<file path="config.mk">
export PLATFORM = sky130hd
export DESIGN_NAME = kl_top
export DESIGN_NICKNAME = d
export VERILOG_FILES = /design/src/kl_pkg.sv /design/src/kl2ml_bridge.sv /design/src/kl_arbiter_2by1.sv /design/src/kl_decoupler.sv /design/src/kl_top.sv
export VERILOG_INCLUDE_DIRS = /design/src /design/src/src
export SDC_FILE = /design/constraint.sdc
export NUM_CORES = 1
export LEC_CHECK = 0
export BUFFER_PORTS_ARGS = -buffer_cell sky130_fd_sc_hd__buf_4
export CORE_ASPECT_RATIO = 1.25
export CORE_UTILIZATION = 46
export CTS_CLUSTER_DIAMETER = 200
export DETAILED_ROUTE_END_ITERATION = 7
export PLACE_DENSITY = 0.64
export SLEW_MARGIN = 40
export SYNTH_ARGS = -nofsm -noshare
export SYNTH_HDL_FRONTEND = slang
export SYNTH_SLANG_ARGS = --single-unit
</file>
<file path="constraint.sdc">
create_clock -name clk -period 21.9 [get_ports clk]
set_clock_uncertainty 0.05 [all_clocks]
set_input_delay 3.285 -clock clk [delete_from_list [all_inputs] [get_ports clk]]
set_output_delay 3.285 -clock clk [all_outputs]
set_load 0.02 [all_outputs]
</file>
<file path="src/kl_defines.svh">
`ifndef KL_DEFINES_SVH
`define KL_DEFINES_SVH

// Internal kl bus widths
`define KL_ADDR_W   32
`define KL_DATA_W   64
`define KL_MASK_W   8
`define KL_SIZE_W   3
`define KL_SRCID_W  5

// Width of one beat on the external memory bus
`define ML_DATA_W   32

// Source ids attached by the arbiter
`define KL_SRC_IB   0
`define KL_SRC_DB   1

`endif

</file>
<file path="src/kl_pkg.sv">
`include "kl_defines.svh"

package kl_pkg;

    // One request as issued by a core port
    typedef struct packed {
        logic [`KL_ADDR_W-1:0]  addr;
        logic                   wen;
        logic [`KL_DATA_W-1:0]  wdata;
        logic [`KL_MASK_W-1:0]  wmask;
        logic [`KL_SIZE_W-1:0]  size;
    } kl_req_t;

    // One response back to a core port, rdata is zero for writes
    typedef struct packed {
        logic [`KL_DATA_W-1:0]  rdata;
        logic [`KL_SIZE_W-1:0]  size;
    } kl_resp_t;

    // Request tagged with the port it came from
    typedef struct packed {
        kl_req_t                req;
        logic [`KL_SRCID_W-1:0] srcid;
    } kl_bus_req_t;

    // Response tagged with the port it goes back to
    typedef struct packed {
        kl_resp_t               resp;
        logic [`KL_SRCID_W-1:0] dstid;
    } kl_bus_resp_t;

endpackage

</file>
<file path="src/kl2ml_bridge.sv">
`timescale 1ns/10ps
`include "kl_defines.svh"

module kl2ml_bridge (
    input  logic                  clk,
    input  logic                  rst,
    input  kl_pkg::kl_bus_req_t   kl_req,
    input  logic                  kl_req_valid,
    output logic                  kl_req_ready,
    output kl_pkg::kl_bus_resp_t  kl_resp,
    output logic                  kl_resp_valid,
    input  logic                  kl_resp_ready,
    output logic [`ML_DATA_W-1:0] ml_data_o,
    output logic                  ml_data_oe,
    input  logic [`ML_DATA_W-1:0] ml_data_i,
    input  logic                  ml_data_iv
);

    import kl_pkg::*;

    typedef enum logic [2:0] {
        ST_IDLE,
        ST_SEND_ADDR,
        ST_SEND_CTRL,
        ST_SEND_DLO,
        ST_SEND_DHI,
        ST_WAIT_RESP,
        ST_RESPOND
    } state_t;

    state_t                   state;
    kl_req_t                  req;
    logic [`ML_DATA_W-1:0]    ctrl_beat;
    logic [4*`ML_DATA_W-1:0]  shift_q;
    logic                     wen_q;
    logic [`KL_SIZE_W-1:0]    size_q;
    logic [`KL_SRCID_W-1:0]   srcid_q;
    logic [`KL_DATA_W-1:0]    rdata_q;
    logic                     second_beat;
    logic                     req_fire;
    logic                     beat_in;

    assign req = kl_req.req;

    // Control beat layout is wmask in [7:0], size above it, then wen
    assign ctrl_beat = {{(`ML_DATA_W - `KL_SIZE_W - `KL_MASK_W - 1){1'b0}},
                        req.wen, req.size, req.wmask};

    assign kl_req_ready = state == ST_IDLE;
    assign req_fire     = kl_req_valid && kl_req_ready;
    assign beat_in      = (state == ST_WAIT_RESP) && ml_data_iv;

    always_ff @(posedge clk) begin
        if (rst) begin
            state       <= ST_IDLE;
            second_beat <= 1'b0;
        end else begin
            case (state)
                ST_IDLE: begin
                    if (kl_req_valid) begin
                        state       <= ST_SEND_ADDR;
                        second_beat <= 1'b0;
                    end
                end
                ST_SEND_ADDR: state <= ST_SEND_CTRL;
                ST_SEND_CTRL: state <= wen_q ? ST_SEND_DLO : ST_WAIT_RESP;
                ST_SEND_DLO:  state <= ST_SEND_DHI;
                ST_SEND_DHI:  state <= ST_WAIT_RESP;
                ST_WAIT_RESP: begin
                    // A write needs only the acknowledge, a read needs both words
                    if (ml_data_iv) begin
                        if (wen_q || second_beat) begin
                            state <= ST_RESPOND;
                        end
                        second_beat <= 1'b1;
                    end
                end
                ST_RESPOND: begin
                    if (kl_resp_ready) begin
                        state <= ST_IDLE;
                    end
                end
                default: state <= ST_IDLE;
            endcase
        end
    end

    // Beats leave from the bottom of the shift register, lowest word first
    always_ff @(posedge clk) begin
        if (req_fire) begin
            shift_q <= {req.wdata, ctrl_beat, req.addr};
            wen_q   <= req.wen;
            size_q  <= req.size;
            srcid_q <= kl_req.srcid;
            rdata_q <= '0;
        end else if (ml_data_oe) begin
            shift_q <= shift_q >> `ML_DATA_W;
        end
        if (beat_in && !wen_q) begin
            if (second_beat) begin
                rdata_q[`KL_DATA_W-1:`ML_DATA_W] <= ml_data_i;
            end else begin
                rdata_q[`ML_DATA_W-1:0] <= ml_data_i;
            end
        end
    end

    assign ml_data_o  = shift_q[`ML_DATA_W-1:0];
    assign ml_data_oe = (state == ST_SEND_ADDR) || (state == ST_SEND_CTRL) ||
                        (state == ST_SEND_DLO) || (state == ST_SEND_DHI);

    assign kl_resp_valid = state == ST_RESPOND;
    assign kl_resp       = '{resp: '{rdata: rdata_q, size: size_q}, dstid: srcid_q};

endmodule

</file>
<file path="src/kl_arbiter_2by1.sv">
`timescale 1ns/10ps
`include "kl_defines.svh"

module kl_arbiter_2by1 (
    input  logic                 clk,
    input  logic                 rst,
    // Instruction port
    input  kl_pkg::kl_req_t      up0_req,
    input  logic                 up0_req_valid,
    output logic                 up0_req_ready,
    output kl_pkg::kl_resp_t     up0_resp,
    output logic                 up0_resp_valid,
    input  logic                 up0_resp_ready,
    // Data port
    input  kl_pkg::kl_req_t      up1_req,
    input  logic                 up1_req_valid,
    output logic                 up1_req_ready,
    output kl_pkg::kl_resp_t     up1_resp,
    output logic                 up1_resp_valid,
    input  logic                 up1_resp_ready,
    // Merged tagged bus towards the bridge
    output kl_pkg::kl_bus_req_t  dn_req,
    output logic                 dn_req_valid,
    input  logic                 dn_req_ready,
    input  kl_pkg::kl_bus_resp_t dn_resp,
    input  logic                 dn_resp_valid,
    output logic                 dn_resp_ready
);

    import kl_pkg::*;

    logic                   last_q;
    logic                   lock_q;
    logic                   lock_sel_q;
    logic                   sel;
    kl_req_t                sel_req;
    logic [`KL_SRCID_W-1:0] sel_srcid;
    logic                   to_ib;
    logic                   to_db;

    // sel is 0 for the instruction port and 1 for the data port
    always_comb begin
        if (lock_q) begin
            sel = lock_sel_q;
        end else if (up0_req_valid && up1_req_valid) begin
            sel = !last_q;
        end else begin
            sel = up1_req_valid;
        end
    end

    assign sel_req   = sel ? up1_req : up0_req;
    assign sel_srcid = sel ? `KL_SRCID_W'(`KL_SRC_DB) : `KL_SRCID_W'(`KL_SRC_IB);

    assign dn_req        = '{req: sel_req, srcid: sel_srcid};
    assign dn_req_valid  = sel ? up1_req_valid : up0_req_valid;
    assign up0_req_ready = dn_req_ready && !sel;
    assign up1_req_ready = dn_req_ready && sel;

    // Round-robin history and the grant lock while the bridge is busy
    always_ff @(posedge clk) begin
        if (rst) begin
            last_q     <= 1'b1;
            lock_q     <= 1'b0;
            lock_sel_q <= 1'b0;
        end else if (dn_req_valid && dn_req_ready) begin
            last_q <= sel;
            lock_q <= 1'b0;
        end else if (dn_req_valid) begin
            lock_q     <= 1'b1;
            lock_sel_q <= sel;
        end
    end

    // Responses are steered by their destination tag
    assign to_ib = dn_resp.dstid == `KL_SRCID_W'(`KL_SRC_IB);
    assign to_db = dn_resp.dstid == `KL_SRCID_W'(`KL_SRC_DB);

    assign up0_resp       = dn_resp.resp;
    assign up1_resp       = dn_resp.resp;
    assign up0_resp_valid = dn_resp_valid && to_ib;
    assign up1_resp_valid = dn_resp_valid && to_db;
    assign dn_resp_ready  = (to_ib && up0_resp_ready) || (to_db && up1_resp_ready);

endmodule

</file>
<file path="src/kl_decoupler.sv">
`timescale 1ns/10ps

module kl_decoupler #(
    parameter type payload_t = logic
) (
    input  logic     clk,
    input  logic     rst,
    input  payload_t up,
    input  logic     up_valid,
    output logic     up_ready,
    output payload_t dn,
    output logic     dn_valid,
    input  logic     dn_ready
);

    // Second entry catches the item that arrives while the output is stalled
    payload_t skid_q;
    logic     skid_valid_q;
    logic     up_fire;
    logic     dn_free;

    // Ready is a pure function of a register, so no path runs through
    assign up_ready = !skid_valid_q;
    assign up_fire  = up_valid && up_ready;
    assign dn_free  = dn_ready || !dn_valid;

    always_ff @(posedge clk) begin
        if (rst) begin
            dn_valid     <= 1'b0;
            skid_valid_q <= 1'b0;
        end else if (dn_free) begin
            if (skid_valid_q) begin
                // Older item waiting in the skid entry goes out first
                dn_valid     <= 1'b1;
                skid_valid_q <= 1'b0;
            end else begin
                dn_valid <= up_fire;
            end
        end else if (up_fire) begin
            skid_valid_q <= 1'b1;
        end
    end

    always_ff @(posedge clk) begin
        if (dn_free) begin
            if (skid_valid_q) begin
                dn <= skid_q;
            end else if (up_fire) begin
                dn <= up;
            end
        end else if (up_fire) begin
            skid_q <= up;
        end
    end

endmodule

</file>
<file path="src/kl_top.sv">
`timescale 1ns/10ps
`include "kl_defines.svh"

module kl_top (
    input  logic                  clk,
    input  logic                  rst,
    input  kl_pkg::kl_req_t       ib_req,
    input  logic                  ib_req_valid,
    output logic                  ib_req_ready,
    output kl_pkg::kl_resp_t      ib_resp,
    output logic                  ib_resp_valid,
    input  logic                  ib_resp_ready,
    input  kl_pkg::kl_req_t       db_req,
    input  logic                  db_req_valid,
    output logic                  db_req_ready,
    output kl_pkg::kl_resp_t      db_resp,
    output logic                  db_resp_valid,
    input  logic                  db_resp_ready,
    output logic [`ML_DATA_W-1:0] ml_data_o,
    output logic                  ml_data_oe,
    input  logic [`ML_DATA_W-1:0] ml_data_i,
    input  logic                  ml_data_iv
);

    import kl_pkg::*;

    // Links between the decouplers and the arbiter
    kl_req_t      ib_req_buf;
    logic         ib_req_buf_valid;
    logic         ib_req_buf_ready;
    kl_resp_t     ib_resp_buf;
    logic         ib_resp_buf_valid;
    logic         ib_resp_buf_ready;
    kl_req_t      db_req_buf;
    logic         db_req_buf_valid;
    logic         db_req_buf_ready;
    kl_resp_t     db_resp_buf;
    logic         db_resp_buf_valid;
    logic         db_resp_buf_ready;
    // Tagged bus between the arbiter and the bridge
    kl_bus_req_t  bus_req;
    logic         bus_req_valid;
    logic         bus_req_ready;
    kl_bus_resp_t bus_resp;
    logic         bus_resp_valid;
    logic         bus_resp_ready;

    kl_decoupler #(.payload_t(kl_req_t)) u_ib_req (
        .clk(clk), .rst(rst),
        .up(ib_req), .up_valid(ib_req_valid), .up_ready(ib_req_ready),
        .dn(ib_req_buf), .dn_valid(ib_req_buf_valid), .dn_ready(ib_req_buf_ready)
    );

    kl_decoupler #(.payload_t(kl_req_t)) u_db_req (
        .clk(clk), .rst(rst),
        .up(db_req), .up_valid(db_req_valid), .up_ready(db_req_ready),
        .dn(db_req_buf), .dn_valid(db_req_buf_valid), .dn_ready(db_req_buf_ready)
    );

    kl_decoupler #(.payload_t(kl_resp_t)) u_ib_resp (
        .clk(clk), .rst(rst),
        .up(ib_resp_buf), .up_valid(ib_resp_buf_valid), .up_ready(ib_resp_buf_ready),
        .dn(ib_resp), .dn_valid(ib_resp_valid), .dn_ready(ib_resp_ready)
    );

    kl_decoupler #(.payload_t(kl_resp_t)) u_db_resp (
        .clk(clk), .rst(rst),
        .up(db_resp_buf), .up_valid(db_resp_buf_valid), .up_ready(db_resp_buf_ready),
        .dn(db_resp), .dn_valid(db_resp_valid), .dn_ready(db_resp_ready)
    );

    kl_arbiter_2by1 u_arbiter (
        .clk(clk), .rst(rst),
        .up0_req(ib_req_buf), .up0_req_valid(ib_req_buf_valid),
        .up0_req_ready(ib_req_buf_ready),
        .up0_resp(ib_resp_buf), .up0_resp_valid(ib_resp_buf_valid),
        .up0_resp_ready(ib_resp_buf_ready),
        .up1_req(db_req_buf), .up1_req_valid(db_req_buf_valid),
        .up1_req_ready(db_req_buf_ready),
        .up1_resp(db_resp_buf), .up1_resp_valid(db_resp_buf_valid),
        .up1_resp_ready(db_resp_buf_ready),
        .dn_req(bus_req), .dn_req_valid(bus_req_valid), .dn_req_ready(bus_req_ready),
        .dn_resp(bus_resp), .dn_resp_valid(bus_resp_valid), .dn_resp_ready(bus_resp_ready)
    );

    kl2ml_bridge u_bridge (
        .clk(clk), .rst(rst),
        .kl_req(bus_req), .kl_req_valid(bus_req_valid), .kl_req_ready(bus_req_ready),
        .kl_resp(bus_resp), .kl_resp_valid(bus_resp_valid), .kl_resp_ready(bus_resp_ready),
        .ml_data_o(ml_data_o), .ml_data_oe(ml_data_oe),
        .ml_data_i(ml_data_i), .ml_data_iv(ml_data_iv)
    );

endmodule
</file>
# [Yosys cells after proc, flatten, opt, wreduce, memory -nomap -nowiden]
# Cells that the tools add are included.
[totals] wordCells=153 output_inout_bits=171 ff_bits=916
[classes] n_mux=32 reduce_logical=58 eq_ne=11 bitwise=5
[op_table] op="108-bit two-way mux" count=5
[op_table] op="67-bit two-way mux" count=4
[op_table] op="128-bit two-way mux" count=2
[op_table] op="64-bit two-way mux" count=2
[op_table] op="32-bit two-way mux" count=2
[op_table] op="3-bit case mux with 7 select lines" count=1
[op_table] op="2-bit AND reduction" count=9
[op_table] op="3-bit two-way mux" count=5
[op_table] op="1-bit logical AND" count=14
[op_table] op="2-bit nonzero test" count=6
[op_table] op="1-bit logical NOT" count=11
[op_table] op="1-bit two-way mux" count=10
[op_table] op="2-bit OR reduction" count=5
[op_table] op="3-bit equality test, second input constant" count=3
[op_table] op="1-bit logical OR" count=9
[op_table] op="3-bit by 2-bit equality test with 1-bit output, second input constant" count=2
[op_table] op="2-bit inequality test, second input constant" count=3
[op_table] op="5-bit by 1-bit equality test with 1-bit output, second input constant" count=1
[op_table] op="5-bit logical NOT" count=1
[op_table] op="1-bit NOT" count=5
[op_table] op="4-bit AND reduction" count=1
[op_table] op="3-bit by 1-bit equality test with 1-bit output, second input constant" count=1
[op_table] op="3-bit logical NOT" count=1
[op_table] op="3-bit AND reduction" count=1
[op_table] op="2 further kinds" count=2

# [Longest topological paths before layout]
[logic_depth] depth_word=8 ltp_mapped=8 ltp_nobuf=5

# [Cells and area by module]
# A second synthesis with hierarchy kept.
[unflattened] hier_cells=2061 hier_area_um2=37373.3
[by_module_without_submodules] module="kl_decoupler at u_db_req ..." seq_area_each_um2=6526.3 area_per_inst_um2=7893.8 cells_each=345 n_inst=2
[by_module_without_submodules] module="kl_decoupler at u_db_resp ..." seq_area_each_um2=4063.9 area_per_inst_um2=5251.3 cells_each=218 n_inst=2
[by_module_without_submodules] module="kl2ml_bridge" seq_area_each_um2=5275.1 area_per_inst_um2=8169.1 cells_each=643 n_inst=1
[by_module_without_submodules] module="kl_arbiter_2by1" seq_area_each_um2=60.1 area_per_inst_um2=2914.0 cells_each=292 n_inst=1

# [Worst setup path before layout]
# No wires, ideal clock.
[synth_path] path_kind="in2reg" start="input db_req_valid" end="register u_db_req.skid_q[0] (netlist bit) (enable)" slack_ns=10.095 arrival_ns=11.025 path_buffers=0 cell_stages=1 path_cell_list="nor3b_1"
[synth_between] elab_chain_len=2
[synth_lines] element="start, declared" line="kl_top.sv:14" text="input logic db_req_valid,"
[synth_lines] element="1-bit logical AND" line="kl_decoupler.sv:24" text="assign up_fire = up_valid && up_ready;"
[synth_lines] element="2-bit AND reduction (no line)"
[synth_lines] element="end signal, assigned" line="kl_decoupler.sv:52" text="skid_q <= up;"
[synth_lines] element="end, declared" line="kl_decoupler.sv:17" text="payload_t skid_q;"
# Every way passes these cells.
# A chain may end at the register's enable or synchronous reset.

# [Final worst setup path]
[layout_path] start="register u_bridge.state[0]" end="output ml_data_oe"
[layout_between] elab_chain_len=4 elab_cells_between_ends=7
[layout_lines] element="start, declared" line="kl2ml_bridge.sv:31" text="state_t state;"
[layout_lines] element="start signal, assigned" line="kl2ml_bridge.sv:66" text="ST_SEND_CTRL: state <= wen_q ? ST_SEND_DLO : ST_WAIT_RESP;"
[layout_lines] element="3-bit by 1-bit equality test with 1-bit output or 3-bit by 2-bit equality test with 1-bit output (tied branches)" line="kl2ml_bridge.sv:109" text="assign ml_data_oe = (state == ST_SEND_ADDR) || (state == ST_SEND_CTRL) ||"
[layout_lines] element="1-bit logical OR (2 in series)" line="kl2ml_bridge.sv:109"
[layout_lines] element="1-bit logical OR (*)" line="kl2ml_bridge.sv:110" text="(state == ST_SEND_DLO) || (state == ST_SEND_DHI);"
[layout_lines] element="end, declared" line="kl_top.sv:20" text="output logic ml_data_oe,"
# Every way passes the cells marked *; elsewhere a longest branch is shown, timed or not.

==> flow_summary.ini <==
[logic_synthesis]
async_flop_share_pct = 0
synth_edf_count = 813
syn-num-nets = 2308
synth_common_cells = edfxtp_1, mux2_2, nand2_1
syn_inst = 2053
ys_seq_elements = 912
post-synth-top-count-cell = edfxtp_1
synth_top_area_cell = edfxtp_1
ys_types = 43
syn_area_per_cell_um2 = 17.0
syn-cell-area_um2 = 34900
synth-seq-area-share_pct = 75.6
yosysTopAreaCellShare_pct = 69.9
yosys-top-cells-area = edfxtp_1, mux2_2, dfxtp_1, nand2_1, mux2i_1
ys.flop_type = edfxtp_1
ys.warnings.count = 0

[sta]
setup_tns_ps = 0
tightestPinTransition_ps = 858
timing.final.ws_setup_ps = 15780
fmax_mhz = 164
finalCritPeriodShare_pct = 27.9
min_period_ps = 6120
rsz0062_at_grt = false
slew_violations = 0
relSlewSlack_pct = 42.8
final-setup-viol-count = 0
hold_viol = 0

[detailed_routing]
drt-initial-drc-count = 1382
vias_per_cell = 5.29
drc = 0
vias = 18500
post_drt_wl_per_cell_um = 22.8
ant_nets = 0
wirelength_um = 79800
dr.pass1.iters = 5

[setup_path]
reg2reg_from = u_arbiter.lock_sel_q$_SDFFE_PP0P_
worstSetupEndpointType = primary output
slowest_stage = or2_4
path_cells = or2_4 -> xor2_4 -> buf_4
critPathMaxStageDelay_ps = 750
worstPathArrival_ps = 2780
crit_type = register to primary output
startpoint = u_bridge.state[0]$_SDFFE_PP0P_
r2r_cells = 6
start_kind = register
cp_num_buf_inv = 1
crit_required_ps = 18570
crit_fanout = 44
r2r_slack_ps = 18530
path_delay_family = simple AND/OR/NAND/NOR gates
regToRegEndpoint = u_bridge.shift_q[43]$_DFFE_PP_

[cts]
clock-sinks = 912
cts_tree = done
cts.root.buffer_cell = clkbuf_16
cts_setup_buffers = 0
clk_latency_ps = 620
clk_pin_slew_ps = 60
cts-hold-fix-buffers = 0
cts_max_path_buffers = 3
cts_buffers = 90
ctsResizeCount = 0
h-tree-depth = 3

[global_route]
grt_pass1_wl_um = 119000
antenna_found_initial = 10
grt-ovfl-total = 0
grt_pass1_vias = 19000
grt_usage_pct = 20.4
grt_max_degree = 75

[worst_hold_path]
hp-class = register to register
worstHoldStart = u_arbiter.last_q$_SDFFE_PP1P_
min_to = u_arbiter.last_q$_SDFFE_PP1P_
holdPathStages = 2

[power]
cellPowerDensity_nw_per_um2 = 107
static-leakage-power_nw = 15.3
peakVddDrop_mv = 0.0666

[layout]
nNetsFinal = 2714
drive_above_1_share_pct = 39.9
post-route-util_pct = 56.1
fillers = 5899
multiInputGateArea_um2 = 7820
area_growth_pct = 20.2
regArea_um2 = 26400

[floorplanning]
core.rowCount = 112
start_util_pct = 46.7
ios = 426
core-area_um2 = 74800
die_w_um = 248
die-area_um2 = 77000
die_h_um = 310

[placement]
portBuffers = 425
hpwl_um = 51600
place_ws_ps = 16420
routabilityCongestion = 0.782

[flow_run]
drv_cap = 0

[outcome]
status = finished, final reports clean
## state kept, by name (all words and copies together) (netlist names), 3 cells and up
| signal | count |
|---|---|
| u_ib_req.dn | 108 |
| u_db_resp.skid_q | 67 |
| u_ib_req.skid_q | 108 |
| u_ib_resp.skid_q | 67 |
| u_db_req.skid_q | 108 |
| u_db_resp.dn | 67 |
| u_bridge.shift_q | 128 |
| u_ib_resp.dn | 67 |
| u_db_req.dn | 108 |
| u_bridge.rdata_q | 64 |
| u_bridge.state | 3 |
| u_bridge.size_q | 3 |
## per-stage QoR
| stage | hold slack (ps) | instance area, um^2 | total power (W) | std cells |
|---|---|---|---|---|
| finish | 410 | 42000 | 0.00450 | 3503 |
| global route | 424 | 42000 | 0.00468 | 3503 |
| CTS | 409 | 42000 | 0.00455 | 3499 |
| detailed placement | 400 | 39000 | 0.00300 | 3335 |
| global placement | 376 | 38800 | 0.00298 | 3329 |
| floorplan | 367 | 34900 | 0.00278 | 2053 |
## cell type report
cell class                      count  area share, %
Multi-Input combinational cell    992           18.6
Sequential cell                   912           62.9
Timing Repair Buffer              457           8.45
Clock inverter                     55           1.31
Clock buffer                      109           5.73
Tap cell                          969           2.89
Inverter                            6         0.0536
Antenna cell                        3         0.0179
## placed cells by master, fill, tap and decap left out, drive strengths merged, types with 3 or more instances in the layout
cell and instances:
bufinv 10, a221oi 20, a22o 4, diode 3
nor3 11, dfxtp 99, nand2b 4, buf 457
o21ai 139, nand2 272, o21a 6, a21oi 60
clkinv 40, nor3b 4, clkbuf 109, edfxtp 813
mux2i 94, mux2 355, inv 9, nor2 6
## kinds of logic after synthesis
kind of cell / share of synthesized area (%)
and+or+nand+nor: 3.52
AOI/OAI and AO/OA: 4.37
xor gates and xnor gates: 0.0466
DFF: 75.6
muxes: 14.2
buffers and inverters: 2.30
## per-layer routing
layer / up-vias / routed length (um) / GRT usage (%)
met4: 14 / 1910 / 6.50
met5: - / 88 / 0
li1: 8563 / - / -
met3: 124 / 5040 / 4.76
met1: 9234 / 33000 / 26.3
met2: 579 / 39800 / 34.4
## worst min-delay path, stage by stage (launching register included)
cell and delay [ps]:
dfxtp_1 310, nand2_1 60, nand2_1 50
## power breakdown
group          internal (W)  switching [W]  total, W  leakage [nW]
clock              0.000902       0.000642   0.00154          1.46
combinational      0.000247       0.000436  0.000683          5.34
sequential          0.00217      0.0000995   0.00227          8.53
## worst max path at each step
stage / end / slack (ps) / cells past startpoint
final: ml_data_oe / 15780 / 3
after global routing: ml_data_oe / 15620 / 3
after CTS: ml_data_oe / 15720 / 3
after detailed placement: ml_data_oe / 16420 / 3
after global placement: u_ib_req.dn[17]$_DFFE_PP_ / 16460 / 3
after floorplan: u_db_req.skid_q[0]$_DFFE_PP_ / 10090 / 1
Note: power is estimated with default switching activity, not from simulation.
